--- src/logic/bridge_defines.svh ---
`ifndef BRIDGE_DEFINES_SVH
`define BRIDGE_DEFINES_SVH

// bus and line geometry
`define BRIDGE_ADDR_W 32
`define BRIDGE_DATA_W 32
`define BRIDGE_LINE_W 512
`define BRIDGE_BEATS 16 // words per cache line

// axi field widths
`define BRIDGE_LEN_W 4
`define BRIDGE_ID_W 4

// read ids, bit 0 steers the return
`define BRIDGE_ID_INSTR 4'd0
`define BRIDGE_ID_DATA 4'd1

// burst types
`define BRIDGE_BURST_FIXED 2'b00
`define BRIDGE_BURST_INCR 2'b01

`endif

--- src/logic/bridge_pkg.sv ---
`include "bridge_defines.svh"

package bridge_pkg;

	// line or word read from one cache
	typedef struct packed {
		logic req;
		logic [2:0] size;
		logic [`BRIDGE_ADDR_W-1:0] addr;
	} cache_rd_req_t;

	typedef struct packed {
		logic valid;
		logic last;
		logic [`BRIDGE_DATA_W-1:0] data;
	} cache_ret_t;

	// dcache write, line or single uncached word
	typedef struct packed {
		logic req;
		logic uncached;
		logic [2:0] size;
		logic [3:0] wstrb;
		logic [`BRIDGE_ADDR_W-1:0] addr;
		logic [`BRIDGE_DATA_W-1:0] word; // uncached data only
		logic [`BRIDGE_LINE_W-1:0] line;
	} cache_wr_req_t;

	typedef struct packed {
		logic [`BRIDGE_ID_W-1:0] id;
		logic [`BRIDGE_ADDR_W-1:0] addr;
		logic [`BRIDGE_LEN_W-1:0] len;
		logic [2:0] size;
		logic [1:0] burst;
	} axi_ar_t;

	typedef struct packed {
		logic [`BRIDGE_ADDR_W-1:0] addr;
		logic [`BRIDGE_LEN_W-1:0] len;
		logic [2:0] size;
		logic [1:0] burst;
	} axi_aw_t;

	typedef struct packed {
		logic [`BRIDGE_DATA_W-1:0] data;
		logic [3:0] strb;
		logic last;
	} axi_w_t;

	typedef enum logic [1:0] {rd_idle, rd_addr, rd_data, rd_done} rd_state_t;

	typedef enum logic [2:0] {wr_idle, wr_addr, wr_data, wr_resp, wr_done} wr_state_t;

endpackage

--- src/logic/bridge_fsm.sv ---
`timescale 1ns/1ns

module bridge_fsm
	import bridge_pkg::*;
(
	input logic clk,
	input logic rst,
	input logic icache_req,
	input logic dcache_req,
	input logic dwr_req,
	input logic arready,
	input logic awready,
	input logic wready,
	input logic wlast_beat,
	input logic rvalid,
	input logic rlast,
	input logic bvalid,
	output logic icache_rdy,
	output logic dcache_rdy,
	output logic wr_rdy,
	output logic rd_accept,
	output logic rd_pick_instr,
	output logic rd_in_data,
	output logic arvalid,
	output logic awvalid,
	output logic wvalid,
	output logic wr_accept,
	output logic beat_advance
);

	rd_state_t rd_state;
	rd_state_t rd_next;
	wr_state_t wr_state;
	wr_state_t wr_next;
	logic rd_free;
	logic wr_free;

	// read side handles one burst at a time
	assign rd_free = (rd_state == rd_idle) || (rd_state == rd_done);
	assign icache_rdy = rd_free;
	assign dcache_rdy = rd_free && !icache_req; // icache has priority
	assign rd_pick_instr = icache_req;
	assign rd_accept = rd_free && (icache_req || dcache_req);
	assign arvalid = (rd_state == rd_addr);
	assign rd_in_data = (rd_state == rd_data);

	always_ff @(posedge clk)
	begin
		if (!rst)
			rd_state <= rd_idle;
		else
			rd_state <= rd_next;
	end

	always_comb
	begin
		rd_next = rd_state;
		case (rd_state)
			rd_idle, rd_done:
				if (rd_accept)
					rd_next = rd_addr;
				else
					rd_next = rd_idle;
			rd_addr:
				if (arready)
					rd_next = rd_data;
			rd_data:
				if (rvalid && rlast) // rready tied high on the slave side
					rd_next = rd_done;
			default:
				rd_next = rd_idle;
		endcase
	end

	// write side
	assign wr_free = (wr_state == wr_idle) || (wr_state == wr_done);
	assign wr_rdy = wr_free;
	assign wr_accept = wr_free && dwr_req;
	assign awvalid = (wr_state == wr_addr);
	assign wvalid = (wr_state == wr_data);
	assign beat_advance = wvalid && wready;

	always_ff @(posedge clk)
	begin
		if (!rst)
			wr_state <= wr_idle;
		else
			wr_state <= wr_next;
	end

	always_comb
	begin
		wr_next = wr_state;
		case (wr_state)
			wr_idle, wr_done:
				if (wr_accept)
					wr_next = wr_addr;
				else
					wr_next = wr_idle;
			wr_addr:
				if (awready)
					wr_next = wr_data;
			wr_data:
				if (beat_advance && wlast_beat)
					wr_next = wr_resp;
			wr_resp:
				if (bvalid)
					wr_next = wr_done;
			default:
				wr_next = wr_idle;
		endcase
	end

endmodule

--- src/logic/read_request_mux.sv ---
`timescale 1ns/1ns
`include "bridge_defines.svh"

module read_request_mux
	import bridge_pkg::*;
(
	input logic clk,
	input logic rst,
	input cache_rd_req_t icache,
	input cache_rd_req_t dcache,
	input logic dcache_uncached,
	input logic rd_accept,
	input logic rd_pick_instr,
	input logic rd_in_data,
	input logic rvalid,
	input logic rlast,
	input logic [`BRIDGE_ID_W-1:0] rid,
	input logic [`BRIDGE_DATA_W-1:0] rdata,
	output axi_ar_t ar,
	output cache_ret_t icache_ret,
	output cache_ret_t dcache_ret
);

	logic beat; // valid read beat in the data phase
	logic to_data; // rid bit 0 picks the cache

	// AR fields latched at acceptance and held while arvalid waits
	always_ff @(posedge clk)
	begin
		if (rd_accept)
		begin
			if (rd_pick_instr)
				ar <= '{id: `BRIDGE_ID_INSTR, addr: icache.addr,
					len: `BRIDGE_LEN_W'(`BRIDGE_BEATS - 1), size: icache.size,
					burst: `BRIDGE_BURST_INCR};
			else if (dcache_uncached)
				ar <= '{id: `BRIDGE_ID_DATA, addr: dcache.addr, len: '0,
					size: dcache.size, burst: `BRIDGE_BURST_FIXED}; // single word
			else
				ar <= '{id: `BRIDGE_ID_DATA, addr: dcache.addr,
					len: `BRIDGE_LEN_W'(`BRIDGE_BEATS - 1), size: dcache.size,
					burst: `BRIDGE_BURST_INCR};
		end
	end

	// returns are steered combinationally without buffering
	assign beat = rd_in_data && rvalid;
	assign to_data = rid[0];

	always_comb
	begin
		icache_ret.valid = beat && !to_data;
		icache_ret.last = beat && !to_data && rlast;
		icache_ret.data = rdata;
		dcache_ret.valid = beat && to_data;
		dcache_ret.last = beat && to_data && rlast;
		dcache_ret.data = rdata;
	end

	// slave must answer with the id that went out on AR
	assert property (@(posedge clk) disable iff (!rst) beat |-> rid == ar.id);

endmodule

--- src/logic/write_line_buffer.sv ---
`timescale 1ns/1ns
`include "bridge_defines.svh"

module write_line_buffer
	import bridge_pkg::*;
(
	input logic clk,
	input logic rst,
	input cache_wr_req_t wr,
	input logic wr_accept,
	input logic beat_advance,
	output axi_aw_t aw,
	output axi_w_t w
);

	logic [`BRIDGE_LINE_W-1:0] line_q;
	logic [`BRIDGE_DATA_W-1:0] word_q;
	logic [`BRIDGE_ADDR_W-1:0] addr_q;
	logic [2:0] size_q;
	logic [3:0] strb_q;
	logic uncached_q;
	logic [3:0] beat_cnt;

	// capture on acceptance and shift one word per beat
	always_ff @(posedge clk)
	begin
		if (wr_accept)
		begin
			line_q <= wr.line;
			word_q <= wr.word;
			addr_q <= wr.addr;
			size_q <= wr.size;
			strb_q <= wr.wstrb;
			uncached_q <= wr.uncached;
		end
		else if (beat_advance)
			line_q <= {{`BRIDGE_DATA_W{1'b0}}, line_q[`BRIDGE_LINE_W-1:`BRIDGE_DATA_W]};
	end

	always_ff @(posedge clk)
	begin
		if (!rst)
			beat_cnt <= '0;
		else if (wr_accept)
			beat_cnt <= '0;
		else if (beat_advance)
			beat_cnt <= beat_cnt + 4'd1;
	end

	always_comb
	begin
		aw.addr = addr_q;
		aw.size = size_q;
		aw.len = uncached_q ? '0 : `BRIDGE_LEN_W'(`BRIDGE_BEATS - 1);
		aw.burst = uncached_q ? `BRIDGE_BURST_FIXED : `BRIDGE_BURST_INCR;
		w.data = uncached_q ? word_q : line_q[`BRIDGE_DATA_W-1:0]; // lowest word goes first
		w.strb = strb_q;
		w.last = uncached_q || (beat_cnt == 4'(`BRIDGE_BEATS - 1));
	end

	// no beat follows the final one, so the count cannot run past 15
	assert property (@(posedge clk) disable iff (!rst)
		beat_advance && w.last |=> !beat_advance);

endmodule

--- src/logic/axi_cache_bridge.sv ---
`timescale 1ns/1ns
`include "bridge_defines.svh"

module axi_cache_bridge
	import bridge_pkg::*;
(
	input logic clk,
	input logic rst,
	// cache side
	input cache_rd_req_t icache_rd,
	input cache_rd_req_t dcache_rd,
	input logic dcache_uncached,
	output logic icache_rd_rdy,
	output logic dcache_rd_rdy,
	output cache_ret_t icache_ret,
	output cache_ret_t dcache_ret,
	input cache_wr_req_t dcache_wr,
	output logic dcache_wr_rdy,
	// axi read
	output axi_ar_t ar,
	output logic arvalid,
	input logic arready,
	input logic [`BRIDGE_ID_W-1:0] rid,
	input logic [`BRIDGE_DATA_W-1:0] rdata,
	input logic rlast,
	input logic rvalid,
	// axi write
	output axi_aw_t aw,
	output logic awvalid,
	input logic awready,
	output axi_w_t w,
	output logic wvalid,
	input logic wready,
	input logic bvalid
);

	logic rd_accept;
	logic rd_pick_instr;
	logic rd_in_data;
	logic wr_accept;
	logic beat_advance;

	bridge_fsm u_fsm (
		.clk(clk),
		.rst(rst),
		.icache_req(icache_rd.req),
		.dcache_req(dcache_rd.req),
		.dwr_req(dcache_wr.req),
		.arready(arready),
		.awready(awready),
		.wready(wready),
		.wlast_beat(w.last),
		.rvalid(rvalid),
		.rlast(rlast),
		.bvalid(bvalid),
		.icache_rdy(icache_rd_rdy),
		.dcache_rdy(dcache_rd_rdy),
		.wr_rdy(dcache_wr_rdy),
		.rd_accept(rd_accept),
		.rd_pick_instr(rd_pick_instr),
		.rd_in_data(rd_in_data),
		.arvalid(arvalid),
		.awvalid(awvalid),
		.wvalid(wvalid),
		.wr_accept(wr_accept),
		.beat_advance(beat_advance)
	);

	read_request_mux u_rd_mux (
		.clk(clk),
		.rst(rst),
		.icache(icache_rd),
		.dcache(dcache_rd),
		.dcache_uncached(dcache_uncached),
		.rd_accept(rd_accept),
		.rd_pick_instr(rd_pick_instr),
		.rd_in_data(rd_in_data),
		.rvalid(rvalid),
		.rlast(rlast),
		.rid(rid),
		.rdata(rdata),
		.ar(ar),
		.icache_ret(icache_ret),
		.dcache_ret(dcache_ret)
	);

	write_line_buffer u_wr_buf (
		.clk(clk),
		.rst(rst),
		.wr(dcache_wr),
		.wr_accept(wr_accept),
		.beat_advance(beat_advance),
		.aw(aw),
		.w(w)
	);

endmodule

--- config.mk ---
export PLATFORM = sky130hd
export DESIGN_NAME = axi_cache_bridge
export DESIGN_NICKNAME = d
export VERILOG_FILES = /design/src/logic/bridge_pkg.sv /design/src/logic/bridge_fsm.sv /design/src/logic/read_request_mux.sv /design/src/logic/write_line_buffer.sv /design/src/logic/axi_cache_bridge.sv
export VERILOG_INCLUDE_DIRS = /design/src /design/src/logic
export SDC_FILE = /design/constraint.sdc
export NUM_CORES = 1
export LEC_CHECK = 0
export ABC_CLOCK_PERIOD_IN_PS = 18900
export BUFFER_PORTS_ARGS = -buffer_cell sky130_fd_sc_hd__buf_2
export CELL_PAD_IN_SITES_DETAIL_PLACEMENT = 2
export CELL_PAD_IN_SITES_GLOBAL_PLACEMENT = 2
export CORE_AREA = 2 2 347 349
export DETAILED_ROUTE_END_ITERATION = 7
export DIE_AREA = 0 0 349 351
export PLACE_DENSITY_LB_ADDON = 0.1
export SLEW_MARGIN = 20
export SYNTH_ARGS = -nofsm -noshare
export SYNTH_HDL_FRONTEND = slang
export SYNTH_SLANG_ARGS = --single-unit
--- constraint.sdc ---
create_clock -name clk -period 18.9 [get_ports clk]
set_clock_uncertainty 0.05 [all_clocks]
set_input_delay 0.945 -clock clk [delete_from_list [all_inputs] [get_ports clk]]
set_output_delay 0.945 -clock clk [all_outputs]
set_load 0.005 [all_outputs]
==> results.toml, run 1 <==
[power_and_ir_drop]
finalPower_uw = 4100
p_per_area_nw_per_um2 = 114
leakagePower_uw = 0.0152
ir_worst_vdd_uv = 60.8

[placement]
hpwl_um = 61000
gp_congestion = 0.745
io_buffers = 794
dp.cells = 3636

[finish]
fin_cells = 3815
layout-drive-gt1-share = 0.655
nets = 2877
multi_input_area_sq_um = 8470
fill_cells = 12300
regArea_sq_um = 18800
area_growth_pct = 24.4

[detailed_routing]
drcViolationCount = 0
detail_route.iter0.violations = 608
vias = 15300
drt_wl_total_um = 82000
firstDrtPassIters = 6
viasPerCell = 4.01
wl_per_cell_um = 21.5
ant_nets = 0

[timing]
finalSetupViolations = 0
timing.final.crit_share = 0.225
hold_viol = 0
max-slew-margin-rel = 0.310
tightest_slew_ns = 1.03
hold_ws_ns = 0.421
tns_ns = 0
fmax_ghz = 0.235
grt_setup_unrepaired = "false"
period_needed_ns = 4.25
slew_violations = 0

[logic_synthesis]
ys_ff_latch = 630
synth_compound_area_frac = 0.00355
synth_most_common_cell = "edfxtp_1"
synth_top_cell_by_area = "edfxtp_1"
synth_edf_count = 621
synth_xor_area_frac = 0.000303
synthAdderAreaFrac = 0.00130
postSynthCellCount = 1419
synth_top_area_frac = 0.645
synthArstFlopShare = 0
syn_area_per_cell_sq_um = 20.4
synth_top_family_by_area = "multiplexers"
yosys-top-cells-area = "edfxtp_1 (64%), mux2_4 (24%), mux2_2 (3.1%)"
synth-simple-area-share = 0.0125
ys.flop_type = "edfxtp_1"
synth_common_cells = "edfxtp_1 (621), mux2_4 (467), mux2_2 (80), buf_4 (78), buf_12 (44)"
synth.area.mux_share = 0.274
synth_seq_area_share = 0.651
syn_area_sq_um = 28900
yosys_warnings = 0
synthDistinctLibCells = 37

[clock_network]
postCtsSetupBuffers = 0
cts_buffers = 82
root_buffer = "clkbuf_16"
clock_sinks = 630
clkSlewWorstSetupHoldPaths_ns = 0.06
clockBufferDepth = 3
htreeDepth = 3
clkLatencyLatePin_ns = 0.65
cts_hold_buffers = 0
cts_tree = "done"
cts-resized-gates = 0

[floorplan]
dieHeight_um = 351
initial_core_util = 0.243
dieArea_sq_um = 122000
row_count = 127
coreArea_sq_um = 119000
io_pins = 899
die_w_um = 349

[global_routing]
grt_pass1_wl_um = 114000
grt_usage = 0.128
grt_pass1_vias = 17000
gr-total-overflow = 0
grt_max_degree = 127
antenna_found_initial = 108

[critical_path]
crit_chain = "or3b_4 > buf_12 > buf_4 > buf_4 > mux2_2"
required_ns = 19.25
cp_max_fo = 116
rrSetupSlack_ns = 14.65
crit_path_end_kind = "register"
slowest_delay_ns = 0.83
reg2reg_depth = 5
critPathArrivalTime_ns = 4.60
cpMostUsedCell = "buf_4"
cpMaxStageDelayCell = "buf_4"
timing.rr.end = "u_wr_buf.line_q[9]"
reg2reg_from = "u_fsm.wr_state[0]"
critPathLaunchType = "register"
path_class = "reg -> reg"

[hold_path]
min-delay-start = "dcache_wr[553]"
hold_class = "in -> reg"
hold_depth = 1
whs_endpoint = "u_wr_buf.addr_q[9]"

[run_status]
run_status = "finished, final reports clean"

[flow_run]
drv_cap = 0
-- power by group --
group / leakage (uW) / switching, uW / internal [uW]
Clock: 0.00119 / 623 / 850
Combinational: 0.00795 / 307 / 402
Sequential: 0.00605 / 65.1 / 1850
-- cell type report --
cell class,count,share of cell area
timing repair buffer,812,0.115
clock buffer,110,0.0605
tap,1548,0.0538
clock inverter,32,0.00838
multi-input combinational,636,0.235
sequential,630,0.523
inverter,10,0.00108
antenna,37,0.00257
-- per-layer routing --
layer / global-route usage / vias to the layer above / wire [um]
met5: 0 / - / 724
met4: 0.0447 / 112 / 1810
met3: 0.0703 / 227 / 9310
met2: 0.217 / 574 / 40600
met1: 0.133 / 7390 / 29500
li1: - / 7003 / -
-- registers in the layout, indices dropped and copies added (netlist names) --
signal and count:
u_wr_buf.line_q 512, u_rd_mux.ar 37, u_wr_buf.addr_q 32, u_wr_buf.word_q 32, u_wr_buf.beat_cnt 4, u_wr_buf.strb_q 4, u_fsm.wr_state 3, u_wr_buf.size_q 3
u_fsm.rd_state 2, u_wr_buf.uncached_q 1
-- placed cells by master (no fill, tap or decap), drive strengths merged, types with 2 or more instances in the layout --
| master | instances |
|---|---|
| or3 | 2 |
| inv | 11 |
| dfxtp | 9 |
| clkbuf | 110 |
| buf | 812 |
| diode | 37 |
| ha | 3 |
| a21oi | 4 |
| clkinv | 28 |
| conb | 5 |
| nand2b | 2 |
| o21ai | 4 |
| nor2 | 13 |
| nand2 | 5 |
| edfxtp | 621 |
| nand3 | 2 |
| nor3 | 2 |
| and3 | 32 |
| bufinv | 3 |
| mux2 | 547 |
-- metrics by stage --
stage / utilization / worst slack, ns / area [sq um]
after floorplan: - / 5.24 / 28900
after global placement: 0.281 / 13.90 / 33400
after detailed placement: 0.281 / 13.87 / 33400
after CTS: 0.302 / 14.55 / 35900
after global routing: 0.302 / 14.28 / 35900
final: 0.302 / 14.65 / 36000
-- how the worst max path moves through the flow --
stage / from / to / slack (ns) / depth (start not counted)
after floorplan: dcache_wr[584] / u_wr_buf.line_q[0] / 5.24 / 5
after global placement: dcache_wr[584] / u_wr_buf.line_q[9] / 13.90 / 6
after detailed placement: dcache_wr[584] / u_wr_buf.line_q[3] / 13.87 / 6
after CTS: u_fsm.wr_state[0] / u_wr_buf.line_q[60] / 14.55 / 4
after global routing: u_fsm.wr_state[1] / u_wr_buf.line_q[15] / 14.28 / 4
final: u_fsm.wr_state[0] / u_wr_buf.line_q[9] / 14.65 / 5
-- cells by family after synthesis --
group | count (synthesis)
buffers and inverters | 157
muxes | 548
xor gates and xnor gates | 1
DFF | 630
other | 1
and+or+nand+nor | 64
AOI/OAI and AO/OA | 15
adders and majority gates | 3
-- critical path: cells and delay by family, from the launching register on --
family	cells	cell delay (ns)
and+or+nand+nor	1	0.60
buffers and inverters	3	2.18
muxes	1	0.41
DFF	1	0.52
No activity file was read; power rests on OpenSTA's default activity.
==> inputs of run 2 (changes only) <==
--- a/config.mk
+++ b/config.mk
@@ -6,13 +6,14 @@
 export SDC_FILE = /design/constraint.sdc
 export NUM_CORES = 1
 export LEC_CHECK = 0
-export ABC_CLOCK_PERIOD_IN_PS = 18900
+export ABC_AREA = 1
+export ABC_CLOCK_PERIOD_IN_PS = 4400
 export BUFFER_PORTS_ARGS = -buffer_cell sky130_fd_sc_hd__buf_2
 export CELL_PAD_IN_SITES_DETAIL_PLACEMENT = 2
 export CELL_PAD_IN_SITES_GLOBAL_PLACEMENT = 2
-export CORE_AREA = 2 2 347 349
+export CORE_AREA = 2 2 350 352
 export DETAILED_ROUTE_END_ITERATION = 7
-export DIE_AREA = 0 0 349 351
+export DIE_AREA = 0 0 352 354
 export PLACE_DENSITY_LB_ADDON = 0.1
 export SLEW_MARGIN = 20
 export SYNTH_ARGS = -nofsm -noshare
==> constraint.sdc (replaced) <==
create_clock -name clk -period 4.4 [get_ports clk]
set_clock_uncertainty 0.05 [all_clocks]
set_input_delay 0.22 -clock clk [delete_from_list [all_inputs] [get_ports clk]]
set_output_delay 0.22 -clock clk [all_outputs]
set_load 0.005 [all_outputs]
==> results.toml, run 2 <==
[finish]
fill_cells = 13300
nets = 4700
largest_reg_flops = 512
layout-drive-gt1-share = 0.233
top_regs = "u_wr_buf.line_q: 512 flops, u_rd_mux.ar: 37 flops"
layout_common_cells = "nand2_1 (1663), buf_2 (794), dlygate4sd3_1 (664)"
regArea_sq_um = 18800
utilization = 0.342
final_common_cell = "nand2_1"
largest_register = "u_wr_buf.line_q"
final_cell_area_sq_um = 41300
fin_cells = 5715
area_growth_pct = 54.1
multi_input_area_sq_um = 6630

[power_and_ir_drop]
leakagePower_uw = 0.0187
ir_worst_vdd_uv = 331
p_per_area_nw_per_um2 = 593
sw_frac_of_total = 0.332
power_frac_clock = 0.265
combPwrFrac = 0.284
pwr-share-seq = 0.451
p_sw_uw = 8130
p_int_uw = 16400

[floorplan]
initial_core_util = 0.222
row_count = 128
die_w_um = 352
dieArea_sq_um = 125000
io_pins = 899
dieHeight_um = 354
coreArea_sq_um = 121000

[timing]
finalSetupViolations = 0
hold_viol = 0
grt_setup_unrepaired = "false"
hold_ws_ns = 0.116
tns_ns = 0
tightest_slew_ns = 0.924
max-slew-margin-rel = 0.384
fmax_ghz = 0.352
slew_violations = 0
period_needed_ns = 2.84
timing.final.crit_share = 0.645

[critical_path]
critPathLaunchType = "register"
cp-endpoint = "u_wr_buf.line_q[303]"
reg2reg_depth = 6
critPathLaunch = "u_fsm.wr_state[0]"
slowest_delay_ns = 0.63
critPathArrivalTime_ns = 3.29
rrSetupSlack_ns = 1.56
path_class = "reg -> reg"
crit_path_end_kind = "register"
reg2reg_from = "u_fsm.wr_state[0]"
required_ns = 4.85
crit_chain = "nor2_2 > nand2_8 > inv_8 > buf_4 > nand2_1 > nand2_1"
cpMostUsedCell = "nand2_1"
cp_max_fo = 91
cpMaxStageDelayCell = "inv_8"
timing.rr.end = "u_wr_buf.line_q[303]"

[logic_synthesis]
syn_area_sq_um = 26800
ys_ff_latch = 630
synth_seq_area_share = 0.702
syn_area_per_cell_sq_um = 10.2
synthArstFlopShare = 0
postSynthCellCount = 2619
synth_top_cell_by_area = "edfxtp_1"
synth_most_common_cell = "nand2_1"
synth_top_area_frac = 0.695
synth_edf_count = 621
ys.flop_type = "edfxtp_1"
synth_common_cells = "nand2_1 (1664), edfxtp_1 (621), buf_2 (90), buf_4 (89), inv_1 (49)"
yosys_warnings = 0
synthDistinctLibCells = 24
yosys-top-cells-area = "edfxtp_1 (70%), nand2_1 (23%), buf_4 (2.5%)"

[clock_network]
postCtsSetupBuffers = 0
clock_sinks = 630
clkSlewWorstSetupHoldPaths_ns = 0.06
clockBufferDepth = 3
cts_buffers = 82
root_buffer = "clkbuf_16"
cts_tree = "done"
htreeDepth = 3
clkLatencyLatePin_ns = 0.64

[placement]
io_buffers = 794
dpl_cell_area_sq_um = 32100
hpwl_um = 75100
dp.cells = 4872
gp_congestion = 0.824

[detailed_routing]
vias = 23100
drcViolationCount = 0
viasPerCell = 4.04
detail_route.iter0.violations = 1039
firstDrtPassIters = 5
drt_wl_total_um = 110000
wl_per_cell_um = 19.2
ant_nets = 0

[global_routing]
gr-total-overflow = 0
grt_max_degree = 202
antenna_found_initial = 45
grt_pass1_wl_um = 165000
grt_usage = 0.174
grt_pass1_vias = 26700

[flow_run]
drv_cap = 0

[run_status]
run_status = "finished, final reports clean"

[hold_path]
hold_class = "in -> reg"
-- run 2: cell types whose count changed after synthesis, sizes merged, moves of 5 or more --
cell	previous run	this run
nand2	5	1665
mux2	547	0
buf	135	185
inv	10	51
and3	32	1
nor2	13	42
clkbuf	12	17
nand3	2	7
-- run 2: kinds of logic after synthesis --
group | Yosys count | share of synthesized area
xor gates and xnor gates | 2 | 0.000653
other | 1 | 0.000140
buffers and inverters | 254 | 0.0525
adders and majority gates | 3 | 0.00140
AOI/OAI and AO/OA | 9 | 0.00168
and+or+nand+nor | 1720 | 0.242
DFF | 630 | 0.702
-- run 2: repair_timing --
| action | 4_1_cts | 5_1_grt |
|---|---|---|
| hold endpoints to repair | 629 | 0 |
| gates resized for setup | 0 | 0 |
| hold buffers | 664 | 0 |
-- run 2: per-layer routing --
| metal | wire (um) | GRT usage | part of all wire |
|---|---|---|---|
| met1 | 44400 | 0.201 | 0.40 |
| met2 | 56900 | 0.316 | 0.52 |
| met3 | 5740 | 0.0406 | 0.052 |
| met4 | 2550 | 0.0528 | 0.023 |
| met5 | 157 | 0 | 0.0014 |
-- run 2: final cells by class --
class                           count  area share
Antenna cell                       33     0.00200
Clock buffer                      108      0.0552
Clock inverter                     38     0.00608
Inverter                           52     0.00490
Multi-Input combinational cell   1739       0.160
Sequential cell                   630       0.455
Tap cell                         1625      0.0492
Timing Repair Buffer             1490       0.267
-- run 2: worst max-delay path, delay by kind of cell, from the launching register on --
| family | cells | cell delay (ns) |
|---|---|---|
| buffers and inverters | 2 | 1.18 |
| AND/OR/NAND/NOR | 4 | 0.88 |
| flip-flops | 1 | 0.34 |
-- run 2: power groups by stage --
stage	clock, uW	sequential (uW)	combinational [uW]
2_1_floorplan	0	11100	3980
3_3_place_gp	0	11200	6490
3_5_place_dp	0	11200	6640
4_1_cts	6720	11100	7230
5_1_grt	6930	11300	8010
6_report	6490	11100	6960
-- run 2: worst min-delay path by stage --
stage                              start                   to  slack, ns  depth (start not counted)
after floorplan           dcache_wr[544]   u_wr_buf.addr_q[0]       0.27                          0
after global routing               rlast    u_fsm.rd_state[1]       0.13                          5
after global placement    dcache_wr[565]  u_wr_buf.addr_q[21]       0.35                          1
after detailed placement  dcache_wr[555]  u_wr_buf.addr_q[11]       0.35                          1
final                              rlast    u_fsm.rd_state[1]       0.12                          5
after CTS                          rlast    u_fsm.rd_state[1]       0.05                          5
-- run 2: per-stage QoR --
step,power (uW),setup slack [ns]
2_1_floorplan,15000,1.04
3_3_place_gp,17700,1.48
3_5_place_dp,17900,1.46
4_1_cts,25100,1.42
5_1_grt,26300,1.31
6_report,24500,1.56
